===== src/design/dekodierPkg.sv =====
`default_nettype none

package dekodierPkg;

    localparam int wortBreite   = 32;
    localparam int regAdrBreite = 6;   // Bit 5 selects the float half
    localparam int immBreite    = 26;
    localparam int regAnzahl    = 2 ** regAdrBreite;

    // Top two bits of a word that does not start with 1
    localparam logic [1:0] klasseRegister = 2'b00;
    localparam logic [1:0] klasseGrossImm = 2'b01;

    localparam logic [5:0] opAbsSprung      = 6'b101101;
    localparam logic [5:0] opBedSprung      = 6'b101110;
    localparam logic [5:0] opJal            = 6'b101111;
    localparam logic [5:0] opRelSprungGross = 6'b010000;
    localparam logic [5:0] opStore          = 6'b101100;
    localparam logic [5:0] opFloatLoad      = 6'b101011;
    localparam logic [4:0] loadPraefix      = 5'b10101;

    // Bit positions inside opFlags, flagImm is set for either immediate format
    localparam int opFlagBreite = 9;
    localparam int flagImm      = 8;
    localparam int flagJal      = 7;
    localparam int flagRel      = 6;
    localparam int flagAbs      = 5;
    localparam int flagFloat    = 4;
    localparam int flagLoad     = 3;
    localparam int flagStore    = 2;
    localparam int flagUnbed    = 1;
    localparam int flagBed      = 0;

    // Register numbers sit at the same bit positions in both layouts
    typedef union packed {
        struct packed {
            logic [1:0] klasse;
            logic [3:0] frei;
            logic [4:0] ziel;
            logic [4:0] quelle1;
            logic [4:0] quelle2;
            logic [4:0] unbenutzt;
            logic [5:0] funktion;
        } regSicht;
        struct packed {
            logic [5:0]  opcode;
            logic [4:0]  ziel;
            logic [4:0]  quelle1;
            logic [15:0] imm16;
        } immSicht;
    } befehlWort;

endpackage

`default_nettype wire


===== src/design/registerBank.sv =====
`timescale 1ns/1ns
`default_nettype none

module registerBank import dekodierPkg::*; (
    input  wire logic                    DekodierSignal,
    input  wire logic                    rstN,
    input  wire logic [regAdrBreite-1:0] leseAdresse1,
    input  wire logic [regAdrBreite-1:0] leseAdresse2,
    input  wire logic                    schreibEnable,
    input  wire logic [regAdrBreite-1:0] schreibAdresse,
    input  wire logic [wortBreite-1:0]   schreibDaten,
    output logic [wortBreite-1:0]        leseDaten1,
    output logic [wortBreite-1:0]        leseDaten2
);

    logic [wortBreite-1:0] register [regAnzahl];

    // Integer register 0 is hardwired to zero
    always_ff @(posedge DekodierSignal) begin
        if (!rstN) begin
            for (int i = 0; i < regAnzahl; i++) begin
                register[i] <= '0;
            end
        end else if (schreibEnable && schreibAdresse != '0) begin
            register[schreibAdresse] <= schreibDaten;
        end
    end

    // A write in the same cycle is not forwarded, the old value is returned
    always_comb begin
        if (leseAdresse1 == '0) begin
            leseDaten1 = '0;
        end else begin
            leseDaten1 = register[leseAdresse1];
        end
    end

    always_comb begin
        if (leseAdresse2 == '0) begin
            leseDaten2 = '0;
        end else begin
            leseDaten2 = register[leseAdresse2];
        end
    end

endmodule

`default_nettype wire


===== config.mk =====
export PLATFORM = sky130hd
export DESIGN_NAME = registerBank
export DESIGN_NICKNAME = d
export VERILOG_FILES = /design/src/design/dekodierPkg.sv /design/src/design/registerBank.sv
export SDC_FILE = /design/constraint.sdc
export NUM_CORES = 2
export LEC_CHECK = 0
export BUFFER_PORTS_ARGS = -buffer_cell sky130_fd_sc_hd__buf_2
export CORE_ASPECT_RATIO = 2
export CORE_MARGIN = 4
export CORE_UTILIZATION = 25
export CTS_BUF_LIST = sky130_fd_sc_hd__clkbuf_4 sky130_fd_sc_hd__clkbuf_8 sky130_fd_sc_hd__clkbuf_16
export DETAILED_ROUTE_END_ITERATION = 10
export PLACE_DENSITY_LB_ADDON = 0.2
export SLEW_MARGIN = 0
export SYNTH_ARGS = -nofsm -noshare
export SYNTH_HDL_FRONTEND = slang
export SYNTH_SLANG_ARGS = --single-unit
export TNS_END_PERCENT = 50

===== constraint.sdc =====
create_clock -name DekodierSignal -period 8.99 [get_ports DekodierSignal]
set_input_delay 1.3485 -clock DekodierSignal [delete_from_list [all_inputs] [get_ports DekodierSignal]]
set_output_delay 1.3485 -clock DekodierSignal [all_outputs]
set_load 0.03 [all_outputs]

==> flow_summary.ini <==
[worst_hold_path]
hp-class = in -> reg
hp-start = rstN

[route]
drtIter0Drc = 6626
wl_mm = 473
firstDrtPassIters = 6
routedWlPerCell_um = 36.9
drc = 0
num_vias = 67300
routed_via_density = 5.25
final_antenna_net_count = 0

[placement]
routabilityCongestion = 0.837
dp_hpwl_mm = 312
io_buffers = 116

[run_status]
outcome = finished clean

[global_route]
use_met3_pct = 2.58
grt-busiest-layer = met2
grt-ovfl-total = 0
grt_pass1_vias = 70700
grt_max_degree = 96
use_met1_pct = 22.5
grtUsageMet2_pct = 38.8
grtUsageTotal_pct = 20.7
antenna_found_initial = 49
grt_pass1_wl_mm = 635

[layout]
multiInputGateArea_sq_mm = 0.0458
nets = 7011
reg.largest.list = register x2048
fin_util_pct = 28.4
drive_gt1_share_pct = 26.9
largest_reg_flops = 2048
fillers = 43500
syn_to_final_growth_pct = 13.1
regMostFlops = register
regArea_sq_mm = 0.0615

[timing]
tightest_slew_ps = 1240
fmax_ghz = 0.152
finalHoldViolCount = 0
period_needed_ps = 6580
setup_viol = 0
fin_setup_tns_ps = 0
slew_headroom_pct = 17.1
finalMaxSlewViolations = 0
min_period_over_period_pct = 73.2
rsz0062_at_grt = no

[clocking]
cts_tree = done
root_buffer = clkbuf_16
clockBufferDepth = 4
post_cts_buffers = 0
cts-buffers-inserted = 194
htreeDepth = 4
clk_pin_slew_worst_paths_ps = 60
cts.repair.resized = 0
cts_sinks = 2048
holdBufCountCts = 0

[die]
core-area_sq_mm = 0.436
die_h_um = 943
initial_core_util_pct = 25.1
die-width_um = 476
io_pins = 117
die_area_sq_mm = 0.449
fp-row-count = 343

[run]
maxCapViolations = 0

[logic_synthesis]
ys_seq_area_share_pct = 56.2
ys_types = 53
synth.most_common_cell = edfxtp_1
synth_area_sq_mm = 0.109
avgSynthCellArea_sq_um = 15.3
synth-main-ff-cell = edfxtp_1
synth_edf_count = 2048
syn_inst = 7132
synthArstFlopShare_pct = 0
synth_top_area_share_pct = 56.2
yosys-top-cells-count = edfxtp_1, and2_1, mux4_2
synth-seq-cells = 2048
yosysTopAreaCell = edfxtp_1
synth_area_leaders = edfxtp_1, mux4_2, and2_1
yosys_warnings = 0

[power_and_ir_drop]
ir_drop_mv = 0.136
power.total_mw = 23.1
p_per_area_mw_per_mm2 = 187
total_leakage_power_nw = 41.0

[setup_path]
worst_setup_path_startpoint = leseAdresse1[0]
worstPathRequired_ps = 7640
crit_type = in -> out
critical_path_arrival_ps = 5230
startpoint_type = input pin
crit_path_end_kind = output pin
crit_path_max_fanout = 95
==> routing by layer <==
layer / vias up / part of all wire, %
met4: 30 / 6.1
met1: 36400 / 35
met3: 951 / 5.1
met5: - / 0.044
li1: 27100 / -
met2: 2917 / 54
==> power by group <==
part           switching [mW]  internal, mW
logic                    1.95          1.12
clock network            3.99          4.73
registers               0.275          11.0
total                    6.22          16.9
==> through the flow <==
step	cell area [sq um]	hold WS (ps)	worst slack, ps	cells
after floorplan	110000	1550	4060	7163
after global placement	117000	1920	2380	12500
after detailed placement	117000	1930	2360	12500
after CTS	124000	988	2350	12800
after global routing	124000	1040	2290	12800
final	124000	1050	2410	12800
==> worst max-delay path, cell delays in order <==
cell	delay (ps)
buf_8	540
buf_12	590
mux4_2	620
mux4_2	600
a21oi_1	680
o21ai_1	280
buf_2	260
==> cell type report <==
type	instances	area share, %
Multi-Input combinational cell	4330	37.0
Timing Repair Buffer	378	2.37
Tap cell	5692	5.76
Clock buffer	227	4.20
Sequential cell	2048	49.7
Clock inverter	119	0.919
Antenna cell	17	0.0344
Inverter	6	0.0233
==> path summary, 6_finish.rpt <==
| kind | to | slack, ps | depth (start not counted) |
|---|---|---|---|
| hold / removal | register[39][12] | 1050 | 2 |
| setup / recovery | leseDaten1[24] | 2410 | 7 |
==> cells in the final DEF, fill, tap and decap left out, types with 44 or more instances in the layout <==
master        n
o21ai_4      63
clkinv_1     44
nor2_1      133
nand2_1     108
mux4_2     1008
nor2_4       66
o221ai_1     71
buf_2       106
clkbuf_16   199
buf_4       239
mux2_2       64
mux2i_1     306
o22ai_1      96
edfxtp_1   2048
and2_1     2019
==> logic make-up (layout without fill, tap and decap cells) <==
group	after synthesis	in the layout	synth area share, %
buffers and inverters	785	730	3.23
AND/OR/NAND/NOR	2427	2427	13.1
multiplexers	1378	1378	24.2
flip-flops	2048	2048	56.2
AO/OA/AOI/OAI	493	493	3.19
other	1	49	0.00343
(Power assumes the default switching activity.)
