**src/design/dekodierPkg.sv**
```systemverilog
`default_nettype none

package dekodierPkg;

    localparam int wortBreite   = 32;
    localparam int regAdrBreite = 6;   // Bit 5 selects the float half
    localparam int immBreite    = 26;
    localparam int regAnzahl    = 2 ** regAdrBreite;

    // Top two bits of a word that does not start with 1
    localparam logic [1:0] klasseRegister = 2'b00;
    localparam logic [1:0] klasseGrossImm = 2'b01;

    localparam logic [5:0] opAbsSprung      = 6'b101101;
    localparam logic [5:0] opBedSprung      = 6'b101110;
    localparam logic [5:0] opJal            = 6'b101111;
    localparam logic [5:0] opRelSprungGross = 6'b010000;
    localparam logic [5:0] opStore          = 6'b101100;
    localparam logic [5:0] opFloatLoad      = 6'b101011;
    localparam logic [4:0] loadPraefix      = 5'b10101;

    // Bit positions inside opFlags, flagImm is set for either immediate format
    localparam int opFlagBreite = 9;
    localparam int flagImm      = 8;
    localparam int flagJal      = 7;
    localparam int flagRel      = 6;
    localparam int flagAbs      = 5;
    localparam int flagFloat    = 4;
    localparam int flagLoad     = 3;
    localparam int flagStore    = 2;
    localparam int flagUnbed    = 1;
    localparam int flagBed      = 0;

    // Register numbers sit at the same bit positions in both layouts
    typedef union packed {
        struct packed {
            logic [1:0] klasse;
            logic [3:0] frei;
            logic [4:0] ziel;
            logic [4:0] quelle1;
            logic [4:0] quelle2;
            logic [4:0] unbenutzt;
            logic [5:0] funktion;
        } regSicht;
        struct packed {
            logic [5:0]  opcode;
            logic [4:0]  ziel;
            logic [4:0]  quelle1;
            logic [15:0] imm16;
        } immSicht;
    } befehlWort;

endpackage

`default_nettype wire

```
**src/design/instruktionsDekodierer.sv**
```systemverilog
`timescale 1ns/1ns
`default_nettype none

module instruktionsDekodierer import dekodierPkg::*; (
    input  wire logic                    DekodierSignal,
    input  wire logic                    rstN,
    input  wire befehlWort               befehl,
    input  wire logic                    befehlValid,
    input  wire logic                    decReady,
    output logic                         befehlReady,
    output logic                         decValid,
    output logic [regAdrBreite-1:0]      quellRegister1,
    output logic [regAdrBreite-1:0]      quellRegister2,
    output logic [regAdrBreite-1:0]      zielRegister,
    output logic [immBreite-1:0]         iDaten,
    output logic                         kleinerImmediateAktiv,
    output logic                         grosserImmediateAktiv,
    output logic [5:0]                   funktionsCode,
    output logic                         jalBefehl,
    output logic                         relativerSprung,
    output logic                         absoluterSprung,
    output logic                         floatBefehl,
    output logic                         loadBefehl,
    output logic                         storeBefehl,
    output logic                         unbedingterSprungBefehl,
    output logic                         bedingterSprungBefehl
);

    befehlWort  aktuellerBefehl;
    logic       annahme;
    logic [5:0] opcode;
    logic       regFormat;
    logic       grossFormat;
    logic       kleinFormat;
    logic       floatRegister;
    logic       floatLoad;
    logic       relSprungGross;
    logic       ohneFunktion;

    assign befehlReady = !decValid || decReady;
    assign annahme     = befehlValid && befehlReady;

    always_ff @(posedge DekodierSignal) begin
        if (!rstN) begin
            aktuellerBefehl <= '0;   // Decodes as register format, all fields zero
            decValid        <= 1'b0;
        end else if (annahme) begin
            aktuellerBefehl <= befehl;
            decValid        <= 1'b1;
        end else if (decReady) begin
            decValid <= 1'b0;
        end
    end

    assign opcode        = aktuellerBefehl.immSicht.opcode;
    assign regFormat     = aktuellerBefehl.regSicht.klasse == klasseRegister;
    assign grossFormat   = aktuellerBefehl.regSicht.klasse == klasseGrossImm;
    assign kleinFormat   = opcode[5];
    assign floatRegister = regFormat && aktuellerBefehl.regSicht.funktion[5:4] == 2'b10;
    assign floatLoad     = opcode == opFloatLoad;
    assign relSprungGross = opcode == opRelSprungGross;

    // Loads, stores and jumps with a small immediate carry no function code
    assign ohneFunktion = opcode >= {loadPraefix, 1'b0} && opcode <= opJal;

    always_comb begin
        if (regFormat) begin
            quellRegister1 = {floatRegister, aktuellerBefehl.regSicht.quelle1};
        end else if (kleinFormat) begin
            quellRegister1 = {1'b0, aktuellerBefehl.immSicht.quelle1};
        end else begin
            quellRegister1 = '0;
        end
    end

    always_comb begin
        if (regFormat) begin
            quellRegister2 = {floatRegister, aktuellerBefehl.regSicht.quelle2};
        end else if (storeBefehl) begin
            quellRegister2 = {1'b0, aktuellerBefehl.immSicht.ziel};   // Store data register
        end else begin
            quellRegister2 = '0;
        end
    end

    always_comb begin
        if (regFormat) begin
            zielRegister = {floatRegister, aktuellerBefehl.regSicht.ziel};
        end else if (kleinFormat) begin
            zielRegister = {floatLoad, aktuellerBefehl.immSicht.ziel};
        end else begin
            zielRegister = '0;
        end
    end

    always_comb begin
        if (grossFormat) begin
            iDaten = {aktuellerBefehl.immSicht.ziel, aktuellerBefehl.immSicht.quelle1,
                      aktuellerBefehl.immSicht.imm16};
        end else if (kleinFormat) begin
            iDaten = {{(immBreite - 16){aktuellerBefehl.immSicht.imm16[15]}},
                      aktuellerBefehl.immSicht.imm16};
        end else begin
            iDaten = '0;
        end
    end

    always_comb begin
        if (regFormat) begin
            funktionsCode = aktuellerBefehl.regSicht.funktion;
        end else if (grossFormat || ohneFunktion) begin
            funktionsCode = '0;
        end else begin
            funktionsCode = {1'b0, opcode[4:0]};   // ALU op with small immediate
        end
    end

    assign kleinerImmediateAktiv   = kleinFormat;
    assign grosserImmediateAktiv   = grossFormat;
    assign jalBefehl               = opcode == opJal;
    assign relativerSprung         = jalBefehl || relSprungGross;
    assign absoluterSprung         = opcode == opAbsSprung;
    assign floatBefehl             = floatRegister || floatLoad;
    assign loadBefehl              = opcode[5:1] == loadPraefix;
    assign storeBefehl             = opcode == opStore;
    assign unbedingterSprungBefehl = absoluterSprung || jalBefehl || relSprungGross;
    assign bedingterSprungBefehl   = opcode == opBedSprung;

endmodule

`default_nettype wire

```
**config.mk**
```make
export PLATFORM = sky130hd
export DESIGN_NAME = instruktionsDekodierer
export DESIGN_NICKNAME = d
export VERILOG_FILES = /design/src/design/dekodierPkg.sv /design/src/design/instruktionsDekodierer.sv
export SDC_FILE = /design/constraint.sdc
export NUM_CORES = 1
export LEC_CHECK = 0
export BUFFER_PORTS_ARGS = -buffer_cell sky130_fd_sc_hd__buf_2
export CAP_MARGIN = 10
export CORE_ASPECT_RATIO = 0.8
export CORE_MARGIN = 2
export CORE_UTILIZATION = 48
export DETAILED_ROUTE_END_ITERATION = 8
export MAX_ROUTING_LAYER = met4
export PLACE_DENSITY = 0.85
export SYNTH_ARGS = -nofsm -noshare
export SYNTH_HDL_FRONTEND = slang
export SYNTH_SLANG_ARGS = --single-unit
```
**constraint.sdc**
```tcl
create_clock -name DekodierSignal -period 1.9 [get_ports DekodierSignal]
set_input_delay 0.095 -clock DekodierSignal [delete_from_list [all_inputs] [get_ports DekodierSignal]]
set_output_delay 0.095 -clock DekodierSignal [all_outputs]
set_load 0.01 [all_outputs]
```
==> results of run 1 <==
-- metrics by stage --
stage	util	cells	hold WS, ps	total power [µW]
after floorplan	-	228	234	1020
after global placement	0.624	355	344	1140
after detailed placement	0.624	355	347	1150
after CTS	0.648	362	48.8	1660
after global routing	0.650	363	57.0	1730
final	0.650	363	54.4	1650
-- metal layers --
layer | vias to the layer above | part of all wire | global-route usage | wire, µm
li1 | 927 | - | - | -
met2 | 65 | 0.45 | 0.343 | 2030
met5 | - | 0 | - | 0
met3 | 8 | 0.062 | 0.0506 | 282
met4 | 0 | 0.012 | 0.0623 | 53
met1 | 797 | 0.48 | 0.277 | 2150
-- path summary, 6_finish.rpt --
kind | startpoint | to | slack (ps) | depth (start not counted)
min | befehl[28] | aktuellerBefehl[28] | 50 | 3
max | aktuellerBefehl[30] | quellRegister2[4] | 180 | 5
max reg2reg | decValid | aktuellerBefehl[2] | 740 | 4
min reg2reg | aktuellerBefehl[8] | aktuellerBefehl[8] | 450 | 2
-- cell type report --
type                    count  area, µm²
multi-input cells         174       1080
repair buffers            102        548
well taps                  44       55.1
flip-flops and latches     33        662
clock buffers               7       86.3
fillers                   323       1320
inverters                   3       11.3
-- registers in the layout, indices dropped and copies added, names as in the netlist --
| name | flops |
|---|---|
| decValid | 1 |
| aktuellerBefehl | 32 |
-- kinds of logic (layout without fill, tap and decap cells) --
kind of cell           Yosys count  after routing  share of synthesized area
muxes                           32             32                      0.172
buffers and inverters           21            112                     0.0666
and+or+nand+nor                119            119                      0.311
AOI/OAI and AO/OA               23             23                     0.0949
DFF                             33             33                      0.355
-- worst min-delay path, delay by kind of cell --
family | cells | cell delay (ps)
multiplexers | 1 | 50
buffers and inverters | 1 | 90
AND/OR/NAND/NOR | 1 | 40
-- power groups by stage --
stage	logic, µW	clock network [µW]	registers [µW]
final	344	519	787
after global routing	379	561	794
after CTS	346	531	787
after detailed placement	345	0	801
after global placement	337	0	799
after floorplan	235	0	785
-- timing repair --
item | CTS | global route
endpoints found under the setup margin | 5 | 4
gates resized for setup | 1 | 0
setup buffers | 0 | 1
-- cells in the final DEF (no fill, tap or decap), types with 2 or more instances in the layout --
cell      instances
buf_4             3
o21ai_0           2
a22o_1            5
nand3_1           2
a21o_1           10
inv_1             3
clkbuf_8          6
o22ai_1           2
dfxtp_1          32
nor2_1            7
buf_12            2
mux2i_1          32
a32o_1            2
nand2_1          74
buf_2            97
nor2b_1          23
and2b_1           4
==> results.toml, run 1 <==
[die]
fp.dieArea_mm2 = 0.00439
rows = 20
core-area_mm2 = 0.00375
io_pins = 98
chipHeight_um = 59.7
dieWidth_um = 73.6
initial_core_util = 0.495

[pwr]
p_sw_frac = 0.279
power_density_mw_per_mm2 = 677
pwr-share-seq = 0.477
p_leak_uw = 0.00138
clkPwrFrac = 0.315
internal_power_uw = 1190
p_sw_uw = 460
irDropWorstVdd_uv = 402
pwr-share-comb = 0.209

[detailed_routing]
drt_iter0_markers = 40
antenna_left = 0
drc_errors = 0
viasPerCell = 4.95
num_vias = 1797
detail_route.wl_per_cell_um = 12.5
totalWireLength_mm = 4.52
first_pass_iters = 4

[setup_path]
path_class = "reg -> out"
cp-start-kind = "register"
critical_path_arrival_ps = 1620
worstPathCellList = "and3b_1 > nor4b_4 > buf_4 > a22o_1 > buf_2"
crit_family = "flip-flops"
slowest_stage = "dfxtp_1"
path_buf_inv = 2
max_stage_delay_ps = 470
worst_ep_required_time_ps = 1800
cp-end-kind = "primary output"
crit_fanout = 7

[synth]
synth-warning-count = 0
synth-edff-count = 0
synth_area_leaders = "dfxtp_1 (36%), mux2i_1 (17%), nand2_1 (15%)"
synth_top_area_frac = 0.355
yosysTopAreaCell = "dfxtp_1"
postSynthCellCount = 228
syn_avg_cell_area_um2 = 8.15
ys_seq_area_frac = 0.355
synth_most_common_cell = "nand2_1"
synth.ff_latch_count = 33
ys_top_cells_by_count = "nand2_1 (74), dfxtp_1 (33), mux2i_1 (32), nor2b_1 (23), a21o_1 (10)"
synth_nets = 264
synthDistinctLibCells = 28
synth-main-ff-cell = "dfxtp_1"
async_reset_ff_frac = 0
syn-cell-area_mm2 = 0.00186

[timing]
min_period_ps = 1720
maxSlewViolCount = 0
tns_ps = 0
rsz0062_at_grt = "false"
fin_crit_sh = 0.904
finClkSkew_ps = 4.98
clock.fmax_ghz = 0.582
setup_slack_ps = 182
relSlewSlack = 0.695
setup_violations = 0
finalHoldViolCount = 0
tightest_slew_ps = 457

[finish]
nets = 355
drive_gt1_frac = 0.354
finish.instance_area_mm2 = 0.00244
antenna_cells = 0
area_delta_synth_final_pct = 31.2

[place]
dp_hpwl_mm = 3.27
place_area_mm2 = 0.00234
dp_worst_setup_slack_ps = 282
io_buffers = 97
place.gp.congestion = 0.793

[global_routing]
antenna_found_initial = 0
grt_start_max_net_pins = 41
grt-ovfl-total = 0
track_usage = 0.216
first_global_vias = 1525
grt_first_pass_wirelength_mm = 7.04

[clock_tree]
htree_num_levels = 2
cts_tree = "done"
clockBufferDepth = 2
cts_sinks = 33
ctsHoldBuffers = 0
insertion_delay_ps = 280
cts_inserted_buffers = 5
clkTransAtPathRegs_ps = 60
cts-root-buf = "clkbuf_8"

[job]
maxCapViolations = 0

[status]
status = "finished, final reports clean"

[hold_path]
hp-class = "in -> reg"
Power figures use the tool's default switching activity.
==> run 2, diff against run 1 <==
- REMOVE_ABC_BUFFERS: unset -> 1
==> run 2 against run 1 <==
Compared with the run above: first-iteration DRC count grew 80%; worst hold slack worse by 7.8 ps; sequential power barely moved; worst setup slack got worse by 46 ps; core utilization rose by 0.23 points; die area unchanged; register-to-register slack improved by 60 ps; fmax is 2.6% lower; global-route usage decreased by 1.5 points; clock power grew 13%; wire length is 3.3% lower; non-clock buffer count is 1 lower; largest cell class unchanged; largest power group unchanged.
==> results.toml, run 2 (same netlist as run 1, synthesis figures left out) <==
[timing]
fin_crit_sh = 0.929
maxSlewViolCount = 0
rsz0062_at_grt = "false"
relSlewSlack = 0.655
holdWs_ps = 46.6
finClkSkew_ps = 1.59
tightest_slew_ps = 517
setup_violations = 0
setup_slack_ps = 136
finalHoldViolCount = 0
min_period_ps = 1760
clock.fmax_ghz = 0.567

[pwr]
irDropWorstVdd_uv = 421
power.total_uw = 1710
power_density_mw_per_mm2 = 699
p_leak_uw = 0.00138

[setup_path]
critPathLaunch = "aktuellerBefehl[29]"
path_depth = 5
cp-start-kind = "register"
path_class = "reg -> out"
crit_family = "simple AND/OR/NAND/NOR gates"
r2r_cells = 4
reg2reg_slack_ps = 800
worst_ep_required_time_ps = 1800
critical_path_arrival_ps = 1670
worstPathCellList = "and3b_1 > nor4b_4 > buf_4 > a22o_1 > buf_2"
setup.worst_path.end = "quellRegister2[4]"
crit_fanout = 6
max_stage_delay_ps = 440
r2r_start = "decValid"
slowest_stage = "dfxtp_1"
path_buf_inv = 2
r2r_end = "aktuellerBefehl[27]"
cp-end-kind = "primary output"

[status]
status = "finished, final reports clean"

[detailed_routing]
num_vias = 1811
totalWireLength_mm = 4.38
viasPerCell = 4.99
detail_route.wl_per_cell_um = 12.1
antenna_left = 0
drc_errors = 0
first_pass_iters = 4
drt_iter0_markers = 72

[clock_tree]
cts_inserted_buffers = 5
ctsHoldBuffers = 0
cts-root-buf = "clkbuf_8"
htree_num_levels = 2
clockBufferDepth = 2
clkTransAtPathRegs_ps = 70
cts_sinks = 33
insertion_delay_ps = 290
cts_tree = "done"

[finish]
reg.largest.list = "aktuellerBefehl: 32 flops, decValid: 1 flops"
top_register = "aktuellerBefehl"
stdcell_count = 363
largest_reg_flops = 32
drive_gt1_frac = 0.361
final_util = 0.652
nets = 354
antenna_cells = 0
area_delta_synth_final_pct = 31.6
mostFrequentLayoutCell = "buf_2"
layout_common_cells = "buf_2 (97), nand2_1 (74), mux2i_1 (32), dfxtp_1 (32), nor2b_1 (23)"

[hold_path]
hp-class = "in -> reg"
hold_depth = 3

[place]
dp_hpwl_mm = 3.17
dp_worst_setup_slack_ps = 228
io_buffers = 97
place.gp.congestion = 0.809
placed_cells = 354

[die]
io_pins = 98
dieWidth_um = 73.6
initial_core_util = 0.495
chipHeight_um = 59.7
fp.dieArea_mm2 = 0.00439
rows = 20
core-area_mm2 = 0.00375

[global_routing]
grt-ovfl-total = 0
antenna_found_initial = 0
grt_first_pass_wirelength_mm = 6.57
track_usage = 0.201
first_global_vias = 1474
grt_start_max_net_pins = 38

[job]
maxCapViolations = 0
[run 2: report_power, final]
group / switching (µW) / internal, µW
clock network: 257 / 327
registers: 45.3 / 739
logic: 179 / 162
[run 2: worst min-delay path: stages]
cell     delay [ps]
buf_2            90
nand2_1          40
mux2i_1          50
[run 2: how the worst min path moves through the flow]
stage,start,endpoint,slack [ps]
floorplan,befehlValid,decValid,230
global placement,befehl[14],aktuellerBefehl[14],340
detailed placement,befehl[11],aktuellerBefehl[11],350
CTS,befehl[11],aktuellerBefehl[11],40
global route,befehl[9],aktuellerBefehl[9],50
finish,befehl[8],aktuellerBefehl[8],50
[run 2: routing by layer]
metal	global-route usage	up-vias	routed length, µm
li1	-	924	-
met1	0.244	805	1970
met2	0.327	74	1990
met3	0.0506	8	347
met4	0.0701	0	65
met5	-	-	0
[run 2: per-stage QoR]
step	TNS, ps	cell area [µm²]
floorplan	-1570	1750
global placement	0	2340
detailed placement	0	2340
CTS	0	2450
global route	0	2450
finish	0	2450
[run 2: layout make-up]
cell class | instances | area, µm²
clock buffer | 7 | 96.3
clock inverter | 1 | 5.00
fill | 339 | 1310
inverter | 3 | 11.3
multi-input combinational | 174 | 1080
sequential | 33 | 662
tap | 44 | 55.1
timing repair buffer | 101 | 541
[run 2: repair_timing]
action,CTS,global route
pin swaps,1,0
endpoints found under the setup margin,7,5
setup buffers,1,0
resized for setup,1,1
gates cloned,0,0
