`src/design/dekodierPkg.sv`:
```
`default_nettype none

package dekodierPkg;

    localparam int wortBreite   = 32;
    localparam int regAdrBreite = 6;   // Bit 5 selects the float half
    localparam int immBreite    = 26;
    localparam int regAnzahl    = 2 ** regAdrBreite;

    // Top two bits of a word that does not start with 1
    localparam logic [1:0] klasseRegister = 2'b00;
    localparam logic [1:0] klasseGrossImm = 2'b01;

    localparam logic [5:0] opAbsSprung      = 6'b101101;
    localparam logic [5:0] opBedSprung      = 6'b101110;
    localparam logic [5:0] opJal            = 6'b101111;
    localparam logic [5:0] opRelSprungGross = 6'b010000;
    localparam logic [5:0] opStore          = 6'b101100;
    localparam logic [5:0] opFloatLoad      = 6'b101011;
    localparam logic [4:0] loadPraefix      = 5'b10101;

    // Bit positions inside opFlags, flagImm is set for either immediate format
    localparam int opFlagBreite = 9;
    localparam int flagImm      = 8;
    localparam int flagJal      = 7;
    localparam int flagRel      = 6;
    localparam int flagAbs      = 5;
    localparam int flagFloat    = 4;
    localparam int flagLoad     = 3;
    localparam int flagStore    = 2;
    localparam int flagUnbed    = 1;
    localparam int flagBed      = 0;

    // Register numbers sit at the same bit positions in both layouts
    typedef union packed {
        struct packed {
            logic [1:0] klasse;
            logic [3:0] frei;
            logic [4:0] ziel;
            logic [4:0] quelle1;
            logic [4:0] quelle2;
            logic [4:0] unbenutzt;
            logic [5:0] funktion;
        } regSicht;
        struct packed {
            logic [5:0]  opcode;
            logic [4:0]  ziel;
            logic [4:0]  quelle1;
            logic [15:0] imm16;
        } immSicht;
    } befehlWort;

endpackage

`default_nettype wire

```
`src/design/operandAuswahl.sv`:
```
`timescale 1ns/1ns
`default_nettype none

module operandAuswahl import dekodierPkg::*; (
    input  wire logic                    DekodierSignal,
    input  wire logic                    rstN,
    input  wire logic                    decValid,
    input  wire logic [regAdrBreite-1:0] zielRegister,
    input  wire logic [immBreite-1:0]    iDaten,
    input  wire logic                    kleinerImmediateAktiv,
    input  wire logic                    grosserImmediateAktiv,
    input  wire logic [5:0]              funktionsCode,
    input  wire logic                    jalBefehl,
    input  wire logic                    relativerSprung,
    input  wire logic                    absoluterSprung,
    input  wire logic                    floatBefehl,
    input  wire logic                    loadBefehl,
    input  wire logic                    storeBefehl,
    input  wire logic                    unbedingterSprungBefehl,
    input  wire logic                    bedingterSprungBefehl,
    input  wire logic [wortBreite-1:0]   leseDaten1,
    input  wire logic [wortBreite-1:0]   leseDaten2,
    input  wire logic                    opReady,
    output logic                         decReady,
    output logic                         opValid,
    output logic [wortBreite-1:0]        operandA,
    output logic [wortBreite-1:0]        operandB,
    output logic [wortBreite-1:0]        storeDaten,
    output logic [regAdrBreite-1:0]      opZiel,
    output logic [5:0]                   opFunktion,
    output logic [opFlagBreite-1:0]      opFlags
);

    logic                    uebernahme;
    logic                    immAktiv;
    logic [wortBreite-1:0]   immErweitert;
    logic [opFlagBreite-1:0] flags;

    assign decReady   = !opValid || opReady;
    assign uebernahme = decValid && decReady;

    assign immAktiv     = kleinerImmediateAktiv || grosserImmediateAktiv;
    assign immErweitert = {{(wortBreite - immBreite){iDaten[immBreite-1]}}, iDaten};

    always_comb begin
        flags            = '0;
        flags[flagImm]   = immAktiv;
        flags[flagJal]   = jalBefehl;
        flags[flagRel]   = relativerSprung;
        flags[flagAbs]   = absoluterSprung;
        flags[flagFloat] = floatBefehl;
        flags[flagLoad]  = loadBefehl;
        flags[flagStore] = storeBefehl;
        flags[flagUnbed] = unbedingterSprungBefehl;
        flags[flagBed]   = bedingterSprungBefehl;
    end

    always_ff @(posedge DekodierSignal) begin
        if (!rstN) begin
            opValid <= 1'b0;
        end else if (uebernahme) begin
            opValid <= 1'b1;
        end else if (opReady) begin
            opValid <= 1'b0;
        end
    end

    // Register data is sampled in the transfer cycle
    always_ff @(posedge DekodierSignal) begin
        if (uebernahme) begin
            operandA   <= leseDaten1;
            operandB   <= immAktiv ? immErweitert : leseDaten2;
            storeDaten <= leseDaten2;
            opZiel     <= zielRegister;
            opFunktion <= funktionsCode;
            opFlags    <= flags;
        end
    end

endmodule

`default_nettype wire

```
`config.mk`:
```
export PLATFORM = sky130hd
export DESIGN_NAME = operandAuswahl
export DESIGN_NICKNAME = d
export VERILOG_FILES = /design/src/design/dekodierPkg.sv /design/src/design/operandAuswahl.sv
export SDC_FILE = /design/constraint.sdc
export NUM_CORES = 1
export LEC_CHECK = 0
export ABC_CLOCK_PERIOD_IN_PS = 4200
export BUFFER_PORTS_ARGS = -buffer_cell sky130_fd_sc_hd__buf_2
export CORE_MARGIN = 2
export CORE_UTILIZATION = 43
export CTS_BUF_LIST = sky130_fd_sc_hd__clkbuf_4 sky130_fd_sc_hd__clkbuf_8 sky130_fd_sc_hd__clkbuf_16
export DETAILED_ROUTE_END_ITERATION = 6
export PLACE_DENSITY = 0.79
export SYNTH_ARGS = -nofsm -noshare
export SYNTH_HDL_FRONTEND = slang
export SYNTH_SLANG_ARGS = --single-unit
export TNS_END_PERCENT = 30
```
`constraint.sdc`:
```
create_clock -name DekodierSignal -period 4.2 [get_ports DekodierSignal]
set_input_delay 0.21 -clock DekodierSignal [delete_from_list [all_inputs] [get_ports DekodierSignal]]
set_output_delay 0.21 -clock DekodierSignal [all_outputs]
set_load 0.02 [all_outputs]
```
==> results of run 1 <==
logic make-up after synthesis:
group | count (synthesis) | share of synthesized area [%]
mux | 25 | 7.22
simple gates | 3 | 0.602
flops | 118 | 89.4
buf+inv | 5 | 1.04
compound gates | 9 | 1.71
power groups by stage:
stage / logic [uW] / registers [uW] / clock network (uW)
2_1_floorplan: 54.9 / 1530 / 0
3_3_place_gp: 278 / 1420 / 0
3_5_place_dp: 285 / 1430 / 0
4_1_cts: 355 / 1400 / 1450
5_1_grt: 384 / 1410 / 1510
6_report: 363 / 1410 / 1430
synth_stat cells:
| cell | count |
|---|---|
| sky130_fd_sc_hd__buf_6 | 3 |
| sky130_fd_sc_hd__a21boi_0 | 1 |
| sky130_fd_sc_hd__nand2b_1 | 1 |
| sky130_fd_sc_hd__inv_1 | 2 |
| sky130_fd_sc_hd__o21a_1 | 1 |
| sky130_fd_sc_hd__and2_1 | 1 |
| sky130_fd_sc_hd__mux2_2 | 24 |
| sky130_fd_sc_hd__nor2_4 | 1 |
| sky130_fd_sc_hd__mux2_4 | 1 |
| sky130_fd_sc_hd__a21o_1 | 7 |
| sky130_fd_sc_hd__dfxtp_1 | 1 |
| sky130_fd_sc_hd__edfxtp_1 | 117 |
metal layers:
metal | wire length, um | vias to the layer above
li1 | - | 1349
met1 | 3910 | 1406
met2 | 6250 | 155
met3 | 934 | 17
met4 | 208 | 0
met5 | 0 | -
state kept, by name (all words and copies together) (netlist names):
signal	flops
opFlags	9
opFunktion	6
opValid	1
opZiel	6
operandA	32
operandB	32
storeDaten	32
area by class of cell:
type	instances	area [um^2]	area share (%)
clock inverters	14	175	2.56
flip-flops and latches	118	3530	51.7
inverters	2	7.51	0.110
diodes	1	2.50	0.0366
multi-input cells	37	379	5.55
clock buffers	18	422	6.17
repair buffers	335	2180	31.9
well taps	108	135	1.98
worst min path at each step:
stage,end,slack (ns),cells past startpoint,from
after detailed placement,operandA[11],0.39,1,leseDaten1[11]
after CTS,operandB[13],0.00005,2,iDaten[13]
after floorplan,opFlags[0],0.31,0,bedingterSprungBefehl
after global routing,operandB[8],0.007,2,iDaten[8]
final,operandB[8],0.03,2,iDaten[8]
after global placement,opFlags[2],0.39,1,storeBefehl
per-stage QoR:
step           std cells  utilization, %  worst slack [ns]  area [um^2]
5_1_grt              633            77.6              2.00         6830
4_1_cts              629            77.2              2.17         6800
2_1_floorplan        160               -             0.363         3950
6_report             633            77.6              2.15         6830
3_5_place_dp         501            59.5              2.17         5240
3_3_place_gp         501            59.5              2.24         5240
repair_timing:
item	CTS	global route
hold buffers	96	3
gates resized for setup	0	0
endpoints found under the hold margin	101	3
cell usage in the layout (no fill, tap or decap), drive strengths merged, types with 3 or more instances in the layout:
cell type    instances
edfxtp             117
clkinv               3
mux2                25
inv                  5
clkbuf              18
bufinv               3
buf                236
a21o                 7
clkinvlp             5
dlygate4sd3         99
==> results_dict.tcl, run 1 <==
set metrics [dict create \
    worstPathArrival_ns 2.23 \
    fill_cells 496 \
    rows 34 \
    place.gp.congestion 0.721 \
    finalSetupViolCount 0 \
    cp_num_buf_inv 1 \
    cts_setup_buffers 0 \
    ys_ff_latch 118 \
    headroom_to_the_max_slew_limit_pct 27.2 \
    global_route.usage.met2_pct 41.5 \
    crit_path_start_kind "flip-flop" \
    seq_power_share_pct 43.9 \
    clk_pin_slew_worst_paths_ns 0.06 \
    yosys_warning_count 0 \
    antenna_found_initial 1 \
    global_route.peak_usage_layer "met2" \
    ys_top_cells_by_area "sky130_fd_sc_hd__edfxtp_1 89%, sky130_fd_sc_hd__mux2_2 6.8%, sky130_fd_sc_hd__a21o_1 1.3%" \
    reg2reg_from "opValid" \
    syn-num-nets 276 \
    routed_antenna_nets 0 \
    regToRegEndpoint "operandA[27]" \
    postSynthCellCount 160 \
    dieHeight_um 99.9 \
    dp_hpwl_mm 6.30 \
    total_vias_in_the_final_route 2927 \
    htree_levels 4 \
    timing.critical_path.to "operandA[27]" \
    chipWidth_um 99.9 \
    power_density_nw_per_um2 469 \
    grt_setup_unrepaired "no" \
    synth.yosys.seq_area_share_pct 89.4 \
    cts_tree "built" \
    final_layout_size_suffix_gt1_share_pct 56.1 \
    layout.nets 627 \
    drt_drc_violations_left 0 \
    fin_worst_skew_ns 0.00937 \
    endpoint_kind "flip-flop" \
    internal_power_uw 2470 \
    min-delay-path-class "in -> reg" \
    post_synth_num_cell_types 12 \
    via_count_of_the_first_global_routing_pass 3205 \
    boundaryPins 235 \
    required_arrival_time_at_the_worst_endpoint_ns 4.38 \
    routed_via_density 4.62 \
    worst_path_cell_chain "nand2b_1 > and2_4 > buf_4" \
    clock_sinks 118 \
    hold-worst-slack_ns 0.0262 \
    pin_count_of_the_biggest_net_entering_global_routing 84 \
    grtUsageMet1_pct 22.0 \
    starting_utilization_of_the_core_area_pct 44.9 \
    outcome "finished clean" \
    globalRouteOverflowTotal 0 \
    postRouteWirelength_mm 11.3 \
    setup.worst_path.class "reg -> reg" \
    finalPower_uw 3200 \
    synthesis.area_um2 3950 \
    routed_wire_length_per_instance_um 17.8 \
    clock_insertion_delay_worst_skew_ns 0.49 \
    area_growth_syn_to_layout_pct 72.9 \
    grt.total_usage_pct 22.2 \
    final-max-slew-violation-count 0 \
    critPathTopFamily "simple AND/OR/NAND/NOR gates" \
    die_area_um2 9970 \
    startpoint "opValid" \
    netSwitchingPower_uw 737 \
    syn_area_per_cell_um2 24.7 \
    tns_ns 0 \
    global_route_wire_length_before_repair_mm 16.2 \
    core_area_um2 8810 \
    worst-slew-pin-transition_ns 1.09 \
    cts_buffers 17 \
    synth_largest_area_cell "sky130_fd_sc_hd__edfxtp_1" \
    achievable-frequency_mhz 487 \
    clkPwrFrac_pct 44.8 \
    combinational_power_share_pct 11.3 \
    hold_viol 0 \
    post-synth-top-area-fraction_pct 88.9 \
    cts_max_path_buffers 2 \
    path_max_fanout 83 \
    drtPass1Iterations 4 \
    register_to_register_path_depth 3 \
    total_leakage_power_uw 0.00293 \
    fin_crit_ns 2.05 \
    swShare_pct 23.0 \
    ir_drop_worst_vdd_mv 0.306 \
    gr-usage-met3_pct 8.91 \
    max_cap_violations 0 \
    path_depth 3 \
    port_buffers 234 \
    critical_path.slowest_cell "sky130_fd_sc_hd__and2_4" \
    clock-root-buffer "sky130_fd_sc_hd__clkbuf_8" \
    slowest_delay_ns 0.86 \
    drt_first_iter_violations 86 \
    final_min_period_over_clock_period_pct 48.9 \
    minimum_setup_slack_among_reg_to_reg_paths_ns 2.15 \
]
Power figures use the tool's default switching activity.
==> inputs of run 2 (changes only) <==
- ABC_AREA: default -> 1
- ABC_CLOCK_PERIOD_IN_PS: 4200 -> 2100
- clock period: 4.2 -> 2.1 ns (I/O delays scaled with it)
==> results_dict.tcl, run 2 <==
set metrics [dict create \
    boundaryPins 235 \
    starting_utilization_of_the_core_area_pct 43.8 \
    global_route_wire_length_before_repair_mm 17.7 \
    most_common_cell_in_the_netlist "sky130_fd_sc_hd__edfxtp_1" \
    routed_antenna_nets 0 \
    chipWidth_um 101 \
    grt.total_usage_pct 23.6 \
    final_min_period_over_clock_period_pct 59.1 \
    cts_max_path_buffers 2 \
    port_buffers 234 \
    synth_edf_count 117 \
    routed_via_density 4.65 \
    layout_common_cells "234 x sky130_fd_sc_hd__buf_2, 117 x sky130_fd_sc_hd__edfxtp_1, 112 x sky130_fd_sc_hd__dlygate4sd3_1" \
    power_density_nw_per_um2 887 \
    synth_xor_area_share_pct 0 \
    htree_levels 4 \
    fill_cells 528 \
    final-max-slew-violation-count 0 \
    ir_drop_worst_vdd_mv 0.627 \
    synth_largest_area_cell "sky130_fd_sc_hd__edfxtp_1" \
    holdPathEnd "operandB[6]" \
    finalSetupViolCount 0 \
    clock-root-buffer "sky130_fd_sc_hd__clkbuf_8" \
    setup.worst_path.class "reg -> reg" \
    area_growth_syn_to_layout_pct 74.6 \
    synth.yosys.seq_area_share_pct 88.1 \
    critPathTopFamily "flip-flops" \
    place.gp.congestion 0.746 \
    required_arrival_time_at_the_worst_endpoint_ns 2.25 \
    synth.mux.area_fraction_pct 0 \
    core_area_um2 9150 \
    slowest_delay_ns 0.35 \
    synthesis.area_um2 4010 \
    synth_compound_gate_area_share_pct 0.250 \
    grt_setup_unrepaired "no" \
    yosys-top-cells-count "117 x sky130_fd_sc_hd__edfxtp_1, 81 x sky130_fd_sc_hd__nand2_1, 10 x sky130_fd_sc_hd__nand2_2" \
    postSynth.asyncResetShare_pct 0 \
    clock_insertion_delay_worst_skew_ns 0.49 \
    worstHoldPathCells 4 \
    fin_crit_ns 1.24 \
    crit_path_start_kind "flip-flop" \
    num_antenna_cells 0 \
    via_count_of_the_first_global_routing_pass 3605 \
    endpoint_kind "flip-flop" \
    reg2reg_from "opValid" \
    worst_hold_startpoint "grosserImmediateAktiv" \
    cts_tree "built" \
    yosys_warning_count 0 \
    headroom_to_the_max_slew_limit_pct 77.6 \
    final_layout_size_suffix_gt1_share_pct 47.6 \
    synth_fa_ha_area_share_pct 0 \
    tns_ns 0 \
    post-synth-top-area-fraction_pct 87.6 \
    critical_path.slowest_cell "sky130_fd_sc_hd__dfxtp_4" \
    worst_path_cell_chain "a21oi_4 > buf_12" \
    postSynthCellCount 223 \
    globalRouteOverflowTotal 0 \
    drt_drc_violations_left 0 \
    pin_count_of_the_biggest_net_entering_global_routing 65 \
    synth-simple-area-share_pct 9.92 \
    ys_top_cells_by_area "sky130_fd_sc_hd__edfxtp_1 88%, sky130_fd_sc_hd__nand2_1 7.6%, sky130_fd_sc_hd__nand2_2 1.6%" \
    drtPass1Iterations 4 \
    worstPathArrival_ns 1.39 \
    cp_num_buf_inv 1 \
    hold_viol 0 \
    leading_cell_type_in_the_layout_fill_and_taps_excluded "sky130_fd_sc_hd__buf_2" \
    achievable-frequency_mhz 805 \
    cts_buffers 17 \
    cell_area_reported_after_detailed_placement_um2 5330 \
    dieHeight_um 101 \
    outcome "finished clean" \
    layout.nets 702 \
    postRouteWirelength_mm 11.9 \
    yosys_most_used_dff "sky130_fd_sc_hd__edfxtp_1" \
    clk_pin_slew_worst_paths_ns 0.06 \
    register_to_register_path_depth 2 \
    post_synth_num_cell_types 13 \
    minimum_setup_slack_among_reg_to_reg_paths_ns 0.86 \
    fin_worst_skew_ns 0.00918 \
    worst-slew-pin-transition_ns 0.335 \
    clock_sinks 118 \
    drt_first_iter_violations 120 \
    fin_area_um2 7000 \
    largest_family_of_logic_cells_by_synthesized_area "simple AND/OR/NAND/NOR gates" \
    path_max_fanout 64 \
    max_cap_violations 0 \
    routed_wire_length_per_instance_um 16.7 \
    syn_area_per_cell_um2 18.0 \
    total_vias_in_the_final_route 3299 \
    rows 35 \
    syn-num-nets 339 \
    largest_registers "operandA: 32 flops, operandB: 32 flops, storeDaten: 32 flops" \
    cts_setup_buffers 0 \
    ys_ff_latch 118 \
    regToRegEndpoint "operandA[6]" \
    dp_hpwl_mm 6.65 \
    antenna_found_initial 0 \
    min-delay-path-class "in -> reg" \
    die_area_um2 10100 \
    total_leakage_power_uw 0.00312 \
]
run 2: cell types whose count changed after synthesis, moves of 2 or more:
cell	previous run	this run
sky130_fd_sc_hd__nand2_1	0	81
sky130_fd_sc_hd__mux2_2	24	0
sky130_fd_sc_hd__nand2_2	0	10
sky130_fd_sc_hd__a21o_1	7	0
sky130_fd_sc_hd__a21oi_1	0	2
sky130_fd_sc_hd__buf_4	0	2
sky130_fd_sc_hd__buf_6	3	1
sky130_fd_sc_hd__inv_2	0	2
run 2: worst max-delay path by stage:
stage	start	slack, ns	to	cells past startpoint
finish	opValid	0.86	operandA[6]	2
global route	opValid	0.81	operandA[6]	2
CTS	opValid	0.86	operandA[6]	2
detailed placement	opValid	0.87	operandA[1]	2
global placement	opValid	0.90	operandA[6]	2
floorplan	opValid	-0.68	opFlags[0]	1
run 2: power by group:
part / leakage, uW / total [uW] / switching (uW) / internal (uW)
combinational: 0.00171 / 775 / 435 / 340
clock: 0.000265 / 2630 / 1040 / 1590
sequential: 0.00114 / 2810 / 39.3 / 2770
total: 0.00312 / 6210 / 1510 / 4700
run 2: layout make-up:
| type | instances | area [um^2] | area share (%) |
|---|---|---|---|
| Sequential cell | 118 | 3540 | 50.5 |
| Inverter | 5 | 18.8 | 0.268 |
| Clock inverter | 14 | 129 | 1.84 |
| Tap cell | 111 | 139 | 1.98 |
| Multi-Input combinational cell | 95 | 419 | 5.98 |
| Timing Repair Buffer | 349 | 2340 | 33.4 |
| Clock buffer | 18 | 422 | 6.02 |
run 2: repair_timing:
item                                   4_1_cts  5_1_grt
hold buffers                               112        0
endpoints found under the hold margin      117        0
gates resized for setup                      0        0
setup endpoints to repair                    0        0
run 2: worst min-delay path: stages:
cell and delay (ns):
sky130_fd_sc_hd__buf_2 0.12, sky130_fd_sc_hd__nor2_4 0.09, sky130_fd_sc_hd__nand2_1 0.06, sky130_fd_sc_hd__nand2_1 0.04
run 2: logic make-up after synthesis:
family                 Yosys count
DFF                            118
and+or+nand+nor                 93
buffers and inverters           10
AOI/OAI and AO/OA                2
run 2: per-stage QoR:
| step | util [%] | hold slack (ns) | power [uW] | setup WS [ns] | std cells |
|---|---|---|---|---|---|
| after detailed placement | 58.3 | 0.283 | 3450 | 0.873 | 566 |
| after floorplan | - | 0.204 | 3170 | -0.677 | 223 |
| final | 76.5 | 0.0926 | 6210 | 0.858 | 710 |
| after global placement | 58.3 | 0.282 | 3430 | 0.898 | 566 |
| after global routing | 76.5 | 0.0840 | 6420 | 0.807 | 710 |
| after CTS | 76.5 | 0.0524 | 6220 | 0.859 | 710 |
run 2: layer usage:
layer / vias up / GRT usage, % / routed length (um)
li1: 1528 / - / -
met1: 1559 / 23.0 / 4000
met2: 189 / 45.3 / 6750
met3: 23 / 7.49 / 843
met4: 0 / 9.80 / 274
met5: - / 0 / 0
